===== config.mk =====
export PLATFORM = sky130hd
export DESIGN_NAME = rv_core
export DESIGN_NICKNAME = d
export VERILOG_FILES = /design/src/hdl/rv_pkg.sv /design/src/hdl/rv_core.sv /design/src/hdl/rv_regs.sv /design/src/hdl/rv_execute.sv /design/src/hdl/rv_decode.sv /design/src/hdl/rv_fetch.sv
export SDC_FILE = /design/constraint.sdc
export NUM_CORES = 2
export LEC_CHECK = 0
export BUFFER_PORTS_ARGS = -buffer_cell sky130_fd_sc_hd__buf_4
export CAP_MARGIN = 20
export CORE_ASPECT_RATIO = 0.5
export CORE_MARGIN = 4
export CORE_UTILIZATION = 40
export DETAILED_ROUTE_END_ITERATION = 16
export HOLD_SLACK_MARGIN = 0.08
export PLACE_DENSITY = 0.64
export SYNTH_ARGS = -nofsm -noshare
export SYNTH_HDL_FRONTEND = slang
export SYNTH_SLANG_ARGS = --single-unit
export TNS_END_PERCENT = 100

===== constraint.sdc =====
create_clock -name i_clk -period 4.9 [get_ports i_clk]
set_input_delay 0.98 -clock i_clk [delete_from_list [all_inputs] [get_ports i_clk]]
set_output_delay 0.98 -clock i_clk [all_outputs]
set_load 0.02 [all_outputs]

===== src/hdl/rv_pkg.sv =====
package rv_pkg;

    // ####################
    // Widths
    // ####################

    parameter int XLEN       = 32; // Data and address width.
    parameter int REG_ADDR_W = 5;  // Register index width.

    // ####################
    // Opcodes
    // ####################

    // Major opcode field, bits 6:0 of the instruction word.
    typedef enum logic [6:0]
    {
        OPC_OP     = 7'b0110011, // Register-register.
        OPC_OP_IMM = 7'b0010011, // Register-immediate.
        OPC_LUI    = 7'b0110111
    } opcode_t;

    // ####################
    // ALU operations
    // ####################

    typedef enum logic [3:0]
    {
        ALU_ADD  = 4'd0,
        ALU_SUB  = 4'd1,
        ALU_SLL  = 4'd2,
        ALU_SLT  = 4'd3,
        ALU_SLTU = 4'd4,
        ALU_XOR  = 4'd5,
        ALU_SRL  = 4'd6,
        ALU_SRA  = 4'd7,
        ALU_OR   = 4'd8,
        ALU_AND  = 4'd9,
        ALU_PASS = 4'd10 // Operand 2 unchanged.
    } alu_op_t;

endpackage

===== src/hdl/rv_core.sv =====
`timescale 1ns/1ps

module rv_core
#(
    parameter logic [rv_pkg::XLEN-1:0] RESET_ADDR = 32'h0000_0000
)
(
    input  logic                          i_clk,
    input  logic                          i_rst_n,
    output logic                          o_instr_req,
    output logic [rv_pkg::XLEN-1:0]       o_instr_addr,
    input  logic                          i_instr_ack,
    input  logic [rv_pkg::XLEN-1:0]       i_instr_data,
    output logic                          o_wb_valid,
    output logic [rv_pkg::REG_ADDR_W-1:0] o_wb_rd,
    output logic [rv_pkg::XLEN-1:0]       o_wb_data,
    output logic                          o_illegal
);

    import rv_pkg::*;

    logic                  f_valid;
    logic [XLEN-1:0]       f_instr;

    logic                  d_valid;
    alu_op_t               d_alu_op;
    logic [REG_ADDR_W-1:0] d_rd;
    logic [XLEN-1:0]       d_op1;
    logic [XLEN-1:0]       d_op2;

    logic                  e_valid;
    logic [REG_ADDR_W-1:0] e_rd;
    logic [XLEN-1:0]       e_result;

    logic                  x_valid;
    logic [REG_ADDR_W-1:0] x_rd;
    logic [XLEN-1:0]       x_result;

    logic [REG_ADDR_W-1:0] rs1;
    logic [REG_ADDR_W-1:0] rs2;
    logic [XLEN-1:0]       rs1_data;
    logic [XLEN-1:0]       rs2_data;

    rv_fetch
    #(
        .RESET_ADDR     (RESET_ADDR)
    )
    u_fetch
    (
        .i_clk          (i_clk),
        .i_rst_n        (i_rst_n),
        .o_instr_req    (o_instr_req),
        .o_instr_addr   (o_instr_addr),
        .i_instr_ack    (i_instr_ack),
        .i_instr_data   (i_instr_data),
        .o_valid        (f_valid),
        .o_instr        (f_instr)
    );

    rv_decode u_decode
    (
        .i_clk          (i_clk),
        .i_rst_n        (i_rst_n),
        .i_valid        (f_valid),
        .i_instr        (f_instr),
        .o_rs1          (rs1),
        .o_rs2          (rs2),
        .i_rs1_data     (rs1_data),
        .i_rs2_data     (rs2_data),
        .i_fwd_valid    (e_valid),
        .i_fwd_rd       (e_rd),
        .i_fwd_data     (e_result),
        .o_valid        (d_valid),
        .o_alu_op       (d_alu_op),
        .o_rd           (d_rd),
        .o_op1          (d_op1),
        .o_op2          (d_op2),
        .o_illegal      (o_illegal)
    );

    rv_execute u_execute
    (
        .i_clk          (i_clk),
        .i_rst_n        (i_rst_n),
        .i_valid        (d_valid),
        .i_alu_op       (d_alu_op),
        .i_rd           (d_rd),
        .i_op1          (d_op1),
        .i_op2          (d_op2),
        .o_fwd_valid    (e_valid),
        .o_fwd_rd       (e_rd),
        .o_fwd_result   (e_result),
        .o_valid        (x_valid),
        .o_rd           (x_rd),
        .o_result       (x_result)
    );

    rv_regs u_regs
    (
        .i_clk          (i_clk),
        .i_rst_n        (i_rst_n),
        .i_rs1          (rs1),
        .i_rs2          (rs2),
        .o_rs1_data     (rs1_data),
        .o_rs2_data     (rs2_data),
        .i_wr_valid     (x_valid),
        .i_wr_rd        (x_rd),
        .i_wr_data      (x_result),
        .o_wb_valid     (o_wb_valid),
        .o_wb_rd        (o_wb_rd),
        .o_wb_data      (o_wb_data)
    );

endmodule


===== src/hdl/rv_regs.sv =====
`timescale 1ns/1ps

module rv_regs
(
    input  logic                          i_clk,
    input  logic                          i_rst_n,
    input  logic [rv_pkg::REG_ADDR_W-1:0] i_rs1,
    input  logic [rv_pkg::REG_ADDR_W-1:0] i_rs2,
    output logic [rv_pkg::XLEN-1:0]       o_rs1_data,
    output logic [rv_pkg::XLEN-1:0]       o_rs2_data,
    input  logic                          i_wr_valid,
    input  logic [rv_pkg::REG_ADDR_W-1:0] i_wr_rd,
    input  logic [rv_pkg::XLEN-1:0]       i_wr_data,
    output logic                          o_wb_valid,
    output logic [rv_pkg::REG_ADDR_W-1:0] o_wb_rd,
    output logic [rv_pkg::XLEN-1:0]       o_wb_data
);

    import rv_pkg::*;

    logic [XLEN-1:0] regs [1:31]; // x0 is not stored.

    // Reads see a write of the same cycle.
    function automatic logic [XLEN-1:0] read_port(input logic [REG_ADDR_W-1:0] rs);
        if (rs == '0)
        begin
            return '0;
        end
        if (i_wr_valid && i_wr_rd == rs)
        begin
            return i_wr_data;
        end
        return regs[rs];
    endfunction

    always_comb
    begin
        o_rs1_data = read_port(i_rs1);
        o_rs2_data = read_port(i_rs2);
    end

    always_ff @(posedge i_clk)
    begin
        if (i_wr_valid && i_wr_rd != '0)
        begin
            regs[i_wr_rd] <= i_wr_data;
        end
    end

    assign o_wb_valid = i_wr_valid;
    assign o_wb_rd    = i_wr_rd;
    assign o_wb_data  = i_wr_data;

    // Decode drops rd zero before execute.
    a_no_x0_write: assert property (@(posedge i_clk) disable iff (!i_rst_n)
        i_wr_valid |-> i_wr_rd != '0);

endmodule


===== src/hdl/rv_execute.sv =====
`timescale 1ns/1ps

module rv_execute
(
    input  logic                          i_clk,
    input  logic                          i_rst_n,
    input  logic                          i_valid,
    input  rv_pkg::alu_op_t               i_alu_op,
    input  logic [rv_pkg::REG_ADDR_W-1:0] i_rd,
    input  logic [rv_pkg::XLEN-1:0]       i_op1,
    input  logic [rv_pkg::XLEN-1:0]       i_op2,
    output logic                          o_fwd_valid,
    output logic [rv_pkg::REG_ADDR_W-1:0] o_fwd_rd,
    output logic [rv_pkg::XLEN-1:0]       o_fwd_result,
    output logic                          o_valid,
    output logic [rv_pkg::REG_ADDR_W-1:0] o_rd,
    output logic [rv_pkg::XLEN-1:0]       o_result
);

    import rv_pkg::*;

    logic [4:0]      shamt;
    logic [XLEN-1:0] alu_result;

    assign shamt = i_op2[4:0];

    // ####################
    // ALU
    // ####################

    always_comb
    begin
        case (i_alu_op)
            ALU_ADD:  alu_result = i_op1 + i_op2;
            ALU_SUB:  alu_result = i_op1 - i_op2;
            ALU_SLL:  alu_result = i_op1 << shamt;
            ALU_SLT:  alu_result = {{(XLEN-1){1'b0}}, $signed(i_op1) < $signed(i_op2)};
            ALU_SLTU: alu_result = {{(XLEN-1){1'b0}}, i_op1 < i_op2};
            ALU_XOR:  alu_result = i_op1 ^ i_op2;
            ALU_SRL:  alu_result = i_op1 >> shamt;
            ALU_SRA:  alu_result = $signed(i_op1) >>> shamt;
            ALU_OR:   alu_result = i_op1 | i_op2;
            ALU_AND:  alu_result = i_op1 & i_op2;
            ALU_PASS: alu_result = i_op2; // LUI.
            default:  alu_result = '0;
        endcase
    end

    // Result of the instruction in this stage, back to decode.
    assign o_fwd_valid  = i_valid;
    assign o_fwd_rd     = i_rd;
    assign o_fwd_result = alu_result;

    // ####################
    // Result register
    // ####################

    always_ff @(posedge i_clk or negedge i_rst_n)
    begin
        if (!i_rst_n)
        begin
            o_valid <= 1'b0;
        end
        else
        begin
            o_valid <= i_valid;
        end
    end

    always_ff @(posedge i_clk)
    begin
        o_rd     <= i_rd;
        o_result <= alu_result;
    end

endmodule


===== src/hdl/rv_decode.sv =====
`timescale 1ns/1ps

module rv_decode
(
    input  logic                          i_clk,
    input  logic                          i_rst_n,
    input  logic                          i_valid,
    input  logic [rv_pkg::XLEN-1:0]       i_instr,
    output logic [rv_pkg::REG_ADDR_W-1:0] o_rs1,
    output logic [rv_pkg::REG_ADDR_W-1:0] o_rs2,
    input  logic [rv_pkg::XLEN-1:0]       i_rs1_data,
    input  logic [rv_pkg::XLEN-1:0]       i_rs2_data,
    input  logic                          i_fwd_valid,
    input  logic [rv_pkg::REG_ADDR_W-1:0] i_fwd_rd,
    input  logic [rv_pkg::XLEN-1:0]       i_fwd_data,
    output logic                          o_valid,
    output rv_pkg::alu_op_t               o_alu_op,
    output logic [rv_pkg::REG_ADDR_W-1:0] o_rd,
    output logic [rv_pkg::XLEN-1:0]       o_op1,
    output logic [rv_pkg::XLEN-1:0]       o_op2,
    output logic                          o_illegal
);

    import rv_pkg::*;

    localparam logic [6:0] FUNCT7_BASE = 7'b0000000;
    localparam logic [6:0] FUNCT7_ALT  = 7'b0100000; // SUB and SRA.

    opcode_t               opcode;
    logic [2:0]            funct3;
    logic [6:0]            funct7;
    logic                  alt;
    logic [REG_ADDR_W-1:0] rd;
    logic [XLEN-1:0]       imm_i;
    logic [XLEN-1:0]       imm_u;
    logic [XLEN-1:0]       rs1_val;
    logic [XLEN-1:0]       rs2_val;
    logic [XLEN-1:0]       op2;
    alu_op_t               alu_op;
    logic                  legal;

    function automatic alu_op_t funct_to_alu(input logic [2:0] f3, input logic use_alt);
        case (f3)
            3'b000:  return use_alt ? ALU_SUB : ALU_ADD;
            3'b001:  return ALU_SLL;
            3'b010:  return ALU_SLT;
            3'b011:  return ALU_SLTU;
            3'b100:  return ALU_XOR;
            3'b101:  return use_alt ? ALU_SRA : ALU_SRL;
            3'b110:  return ALU_OR;
            default: return ALU_AND;
        endcase
    endfunction

    // Take the execute result when it targets this source register.
    function automatic logic [XLEN-1:0] fwd_select(
        input logic [REG_ADDR_W-1:0] rs,
        input logic [XLEN-1:0]       reg_data,
        input logic                  fwd_valid,
        input logic [REG_ADDR_W-1:0] fwd_rd,
        input logic [XLEN-1:0]       fwd_data
    );
        if (fwd_valid && fwd_rd == rs && rs != '0)
        begin
            return fwd_data;
        end
        return reg_data;
    endfunction

    // ####################
    // Fields
    // ####################

    assign opcode = opcode_t'(i_instr[6:0]);
    assign rd     = i_instr[11:7];
    assign funct3 = i_instr[14:12];
    assign o_rs1  = i_instr[19:15];
    assign o_rs2  = i_instr[24:20];
    assign funct7 = i_instr[31:25];
    assign alt    = funct7 == FUNCT7_ALT;

    assign imm_i = {{(XLEN-12){i_instr[31]}}, i_instr[31:20]};
    assign imm_u = {i_instr[31:12], 12'b0};

    assign rs1_val = fwd_select(o_rs1, i_rs1_data, i_fwd_valid, i_fwd_rd, i_fwd_data);
    assign rs2_val = fwd_select(o_rs2, i_rs2_data, i_fwd_valid, i_fwd_rd, i_fwd_data);

    // ####################
    // Decode
    // ####################

    always_comb
    begin
        legal  = 1'b0;
        alu_op = ALU_ADD;
        op2    = rs2_val;
        case (opcode)
            OPC_OP:
            begin
                legal  = funct7 == FUNCT7_BASE ||
                         (alt && (funct3 == 3'b000 || funct3 == 3'b101));
                alu_op = funct_to_alu(funct3, alt);
            end
            OPC_OP_IMM:
            begin
                case (funct3)
                    3'b001:  legal = funct7 == FUNCT7_BASE;
                    3'b101:  legal = funct7 == FUNCT7_BASE || alt;
                    default: legal = 1'b1;
                endcase
                alu_op = funct_to_alu(funct3, funct3 == 3'b101 && alt); // No SUBI.
                op2    = imm_i;
            end
            OPC_LUI:
            begin
                legal  = 1'b1;
                alu_op = ALU_PASS;
                op2    = imm_u;
            end
            default:
            begin
                legal = 1'b0;
            end
        endcase
    end

    always_ff @(posedge i_clk or negedge i_rst_n)
    begin
        if (!i_rst_n)
        begin
            o_valid   <= 1'b0;
            o_illegal <= 1'b0;
        end
        else
        begin
            o_valid   <= i_valid & legal & (rd != '0); // Writes to x0 are dropped here.
            o_illegal <= i_valid & ~legal;
        end
    end

    always_ff @(posedge i_clk)
    begin
        o_alu_op <= alu_op;
        o_rd     <= rd;
        o_op1    <= rs1_val;
        o_op2    <= op2;
    end

    a_valid_or_illegal: assert property (@(posedge i_clk) disable iff (!i_rst_n)
        !(o_valid && o_illegal));

endmodule


===== src/hdl/rv_fetch.sv =====
`timescale 1ns/1ps

module rv_fetch
#(
    parameter logic [rv_pkg::XLEN-1:0] RESET_ADDR = 32'h0000_0000
)
(
    input  logic                    i_clk,
    input  logic                    i_rst_n,
    output logic                    o_instr_req,
    output logic [rv_pkg::XLEN-1:0] o_instr_addr,
    input  logic                    i_instr_ack,
    input  logic [rv_pkg::XLEN-1:0] i_instr_data,
    output logic                    o_valid,
    output logic [rv_pkg::XLEN-1:0] o_instr
);

    import rv_pkg::*;

    logic accept;

    assign accept = o_instr_req & i_instr_ack; // Word taken this cycle.

    // Request level, program counter and fetch valid.
    always_ff @(posedge i_clk or negedge i_rst_n)
    begin
        if (!i_rst_n)
        begin
            o_instr_req  <= 1'b0;
            o_instr_addr <= RESET_ADDR;
            o_valid      <= 1'b0;
        end
        else
        begin
            o_instr_req <= 1'b1;
            if (accept)
            begin
                o_instr_addr <= o_instr_addr + XLEN'(4);
            end
            o_valid <= accept;
        end
    end

    always_ff @(posedge i_clk)
    begin
        if (accept)
        begin
            o_instr <= i_instr_data;
        end
    end

    // The address waits for its ack.
    a_addr_hold: assert property (@(posedge i_clk) disable iff (!i_rst_n)
        (o_instr_req && !i_instr_ack) |=> $stable(o_instr_addr));

endmodule


==> out/metrics.cfg <==
[finish]
finalNetCount=4457
layout_commonest_cell=edfxtp_1
fin_cells=6494
final_cell_mix=1,024 x edfxtp_1, 591 x mux4_2, 312 x buf_4
fill_cells=13400
area_growth_pct=13.3
drive_gt1_frac=0.277

[clocking]
clkTransAtPathRegs_ps=60
clk_path_buf_depth=3
cts-root-buf=clkbuf_16
postCtsSetupRepairBufs=0
ctsHoldBuffers=0
cts-resized-gates=0
cts_max_level=3
cts_tree=built
clock-sinks=1179
cts_buffers=112
clock_latency_ps=750

[route]
routed-via-count=43000
drc_errors=0
ant_nets=0
vias_per_cell=6.63
drtPass1Iterations=7
wl_per_cell_um=33.9
routed_wl_mm=220
drtIter0Drc=6508

[die]
die_x_um=567
initial_core_util=0.403
core_area_mm2=0.155
io_pins=107
fp.dieH_um=287
rows=102
die_area_mm2=0.163

[grt]
grt-ovfl-total=0
grt_start_max_net_pins=66
antenna_found_initial=7
grt_pass1_vias=42100
track_usage=0.265
grt_pass1_wl_mm=314

[timing]
fin_crit_sh=0.886
clock.fmax_ghz=0.230
rsz0062_at_grt=no
setup_viol=0
min_period_ps=4340
final_max_slew_viol_count=0
hold_viol=0
slew_headroom=0.184
worstMarginPinSlew_ps=1220
hold_ws_ps=213
skew_ps=43.6
fin_tns_setup_ps=0

[setup_path]
required_ps=5510
end_kind=flop
arrival_ps=4950
slowest_stage=dfxtp_1
path_max_fanout=14
cpPeakStageDelay_ps=600
crit_top_cell=a211oi_1
worstPathCellList=inv_1, ha_1, nor3_1, nand2_1, a211oi_2, o21bai_1, a211oi_1, a211oi_1, a311oi_2, o21ai_2, a22o_1
crit_path_start_kind=flop
worstSetupPathType=reg -> reg

[yosys]
synth-edff-count=1024
yosys_warnings=0
async_flop_share=0.0297
avgSynthCellArea_um2=14.9
syn_inst=4193
ys_ff_latch=1179
synth_ff_type=edfxtp_1
synthesis.area_mm2=0.0625
ys_seq_area_frac=0.545
synth_cell_types=100

[placed_design]
placedCellCount=6275
portBuffers=104
gp_congestion=1.02
dp_hpwl_mm=149

[job]
cap_violations=0

[pwr]
p_per_area_mw_per_mm2=424
peakVddDrop_v=0.000297
power_leakage_nw=23.9

[status]
status=completed

[hold_path]
hp-class=in -> async

[path summary, 6_finish.rpt]
kind | startpoint | endpoint | slack [ps] | cells after the start
worst max-delay path | u_decode.o_op1[10]$_DFF_P_ | u_decode.o_op1[31]$_DFF_P_ | 560 | 11
worst min-delay path | i_rst_n | u_fetch.o_instr_req$_DFF_PN0_ | 210 | 1
worst max register to register | u_decode.o_op1[10]$_DFF_P_ | u_decode.o_op1[31]$_DFF_P_ | 560 | 11
worst min register to register | u_fetch.o_instr[10]$_DFFE_PP_ | u_decode.o_rd[3]$_DFF_P_ | 370 | 0
max in group asynchronous | i_rst_n | u_fetch.o_instr_addr[3]$_DFFE_PN0P_ | 4360 | 1
min in group i_clk | u_fetch.o_instr[10]$_DFFE_PP_ | u_decode.o_rd[3]$_DFF_P_ | 370 | 0
[worst max-delay path: cells and delay by family, from the launching register on]
kind / cells / cell delay [ps]
flip-flops: 1 / 600
AO/OA/AOI/OAI: 7 / 2320
AND/OR/NAND/NOR: 2 / 690
buffers and inverters: 1 / 90
adder cells (fa/ha/maj): 1 / 510
[synthesized netlist by cell type, types with 11 or more instances]
| cell type | instances | area share |
|---|---|---|
| a222oi_1 | 11 | 0.0018 |
| inv_1 | 112 | 0.0067 |
| edfxtp_1 | 1024 | 0.49 |
| xnor2_1 | 41 | 0.0057 |
| or3_1 | 15 | 0.0015 |
| nand3_1 | 52 | 0.0042 |
| a22o_1 | 15 | 0.0021 |
| dfxtp_1 | 120 | 0.038 |
| nand2_1 | 212 | 0.013 |
| a221o_1 | 11 | 0.0018 |
| ha_1 | 105 | 0.021 |
| mux2i_1 | 191 | 0.031 |
| xor2_1 | 27 | 0.0038 |
| a221oi_1 | 34 | 0.0048 |
| a31oi_1 | 19 | 0.0019 |
| o31ai_1 | 11 | 0.0013 |
| mux2_2 | 30 | 0.0054 |
| nand2b_1 | 15 | 0.0015 |
| a22oi_1 | 12 | 0.0014 |
| nand4_1 | 22 | 0.0022 |
| dfrtp_1 | 35 | 0.014 |
| buf_2 | 92 | 0.0074 |
| a21oi_1 | 217 | 0.017 |
| buf_1 | 42 | 0.0025 |
| nor4_1 | 16 | 0.0016 |
| mux4_2 | 591 | 0.21 |
| nor2_1 | 286 | 0.017 |
| o22ai_1 | 24 | 0.0024 |
| o21ai_0 | 164 | 0.013 |
| clkbuf_1 | 179 | 0.011 |
| and3_1 | 19 | 0.0019 |
| a21o_1 | 19 | 0.0023 |
| o21bai_1 | 19 | 0.0023 |
| o211ai_1 | 25 | 0.0030 |
| a211oi_1 | 118 | 0.014 |
| and2_1 | 12 | 0.0012 |
| nor2b_1 | 23 | 0.0023 |
| nor3_1 | 43 | 0.0034 |
[registers in the layout, indices dropped and copies added (netlist names), named ones only]
name                  cells
u_decode.o_alu_op         4
u_decode.o_illegal        1
u_decode.o_op1           32
u_decode.o_op2           32
u_decode.o_rd             5
u_decode.o_valid          1
u_execute.o_rd            5
u_execute.o_result       32
u_execute.o_valid         1
u_fetch.o_instr          32
u_fetch.o_instr_addr     30
u_fetch.o_instr_req       1
u_fetch.o_valid           1
u_regs.regs             992
[stage by stage]
| step | setup slack, ps | instance area (µm²) | power, mW | util |
|---|---|---|---|---|
| finish | 561 | 70800 | 30.0 | 0.457 |
| global route | 368 | 70700 | 30.9 | 0.457 |
| CTS | 628 | 70600 | 29.7 | 0.456 |
| detailed placement | 630 | 66700 | 20.5 | 0.430 |
| global placement | 631 | 66600 | 20.4 | 0.430 |
| floorplan | 1170 | 62500 | 17.4 | - |
[where the power goes]
part | leakage, nW | switching (mW) | internal (mW) | total [mW]
combinational | 11.3 | 5.14 | 2.58 | 7.72
sequential | 10.7 | 0.582 | 12.4 | 13.0
clock | 1.88 | 3.98 | 5.27 | 9.25
total | 23.9 | 9.71 | 20.3 | 30.0
[cell families after synthesis]
| logic type | count (synthesis) | share of synthesized area |
|---|---|---|
| other cells | 2 | 0.000120 |
| flops | 1179 | 0.545 |
| fa+ha+maj | 107 | 0.0217 |
| buf+inv | 448 | 0.0309 |
| compound gates | 822 | 0.0883 |
| mux | 813 | 0.249 |
| xor+xnor | 68 | 0.00954 |
| simple gates | 754 | 0.0552 |
[layer usage]
| metal | vias to the layer above | track usage | wire [µm] |
|---|---|---|---|
| met5 | - | 0 | 9 |
| met1 | 22200 | 0.368 | 85500 |
| li1 | 17300 | - | - |
| met2 | 3073 | 0.400 | 97600 |
| met3 | 487 | 0.0816 | 29000 |
| met4 | 2 | 0.0858 | 7950 |
[final cells by class]
cell class                 instances  area (µm²)  share of cell area
multi-input combinational       2567       26800               0.379
antenna                            3        7.51            0.000106
sequential                      1179       34100               0.482
clock buffer                     140        3000              0.0424
inverter                         115         432             0.00610
clock inverter                    70         902              0.0127
timing repair buffer             340        2960              0.0418
tap                             2080        2600              0.0368
(Power assumes the default switching activity.)
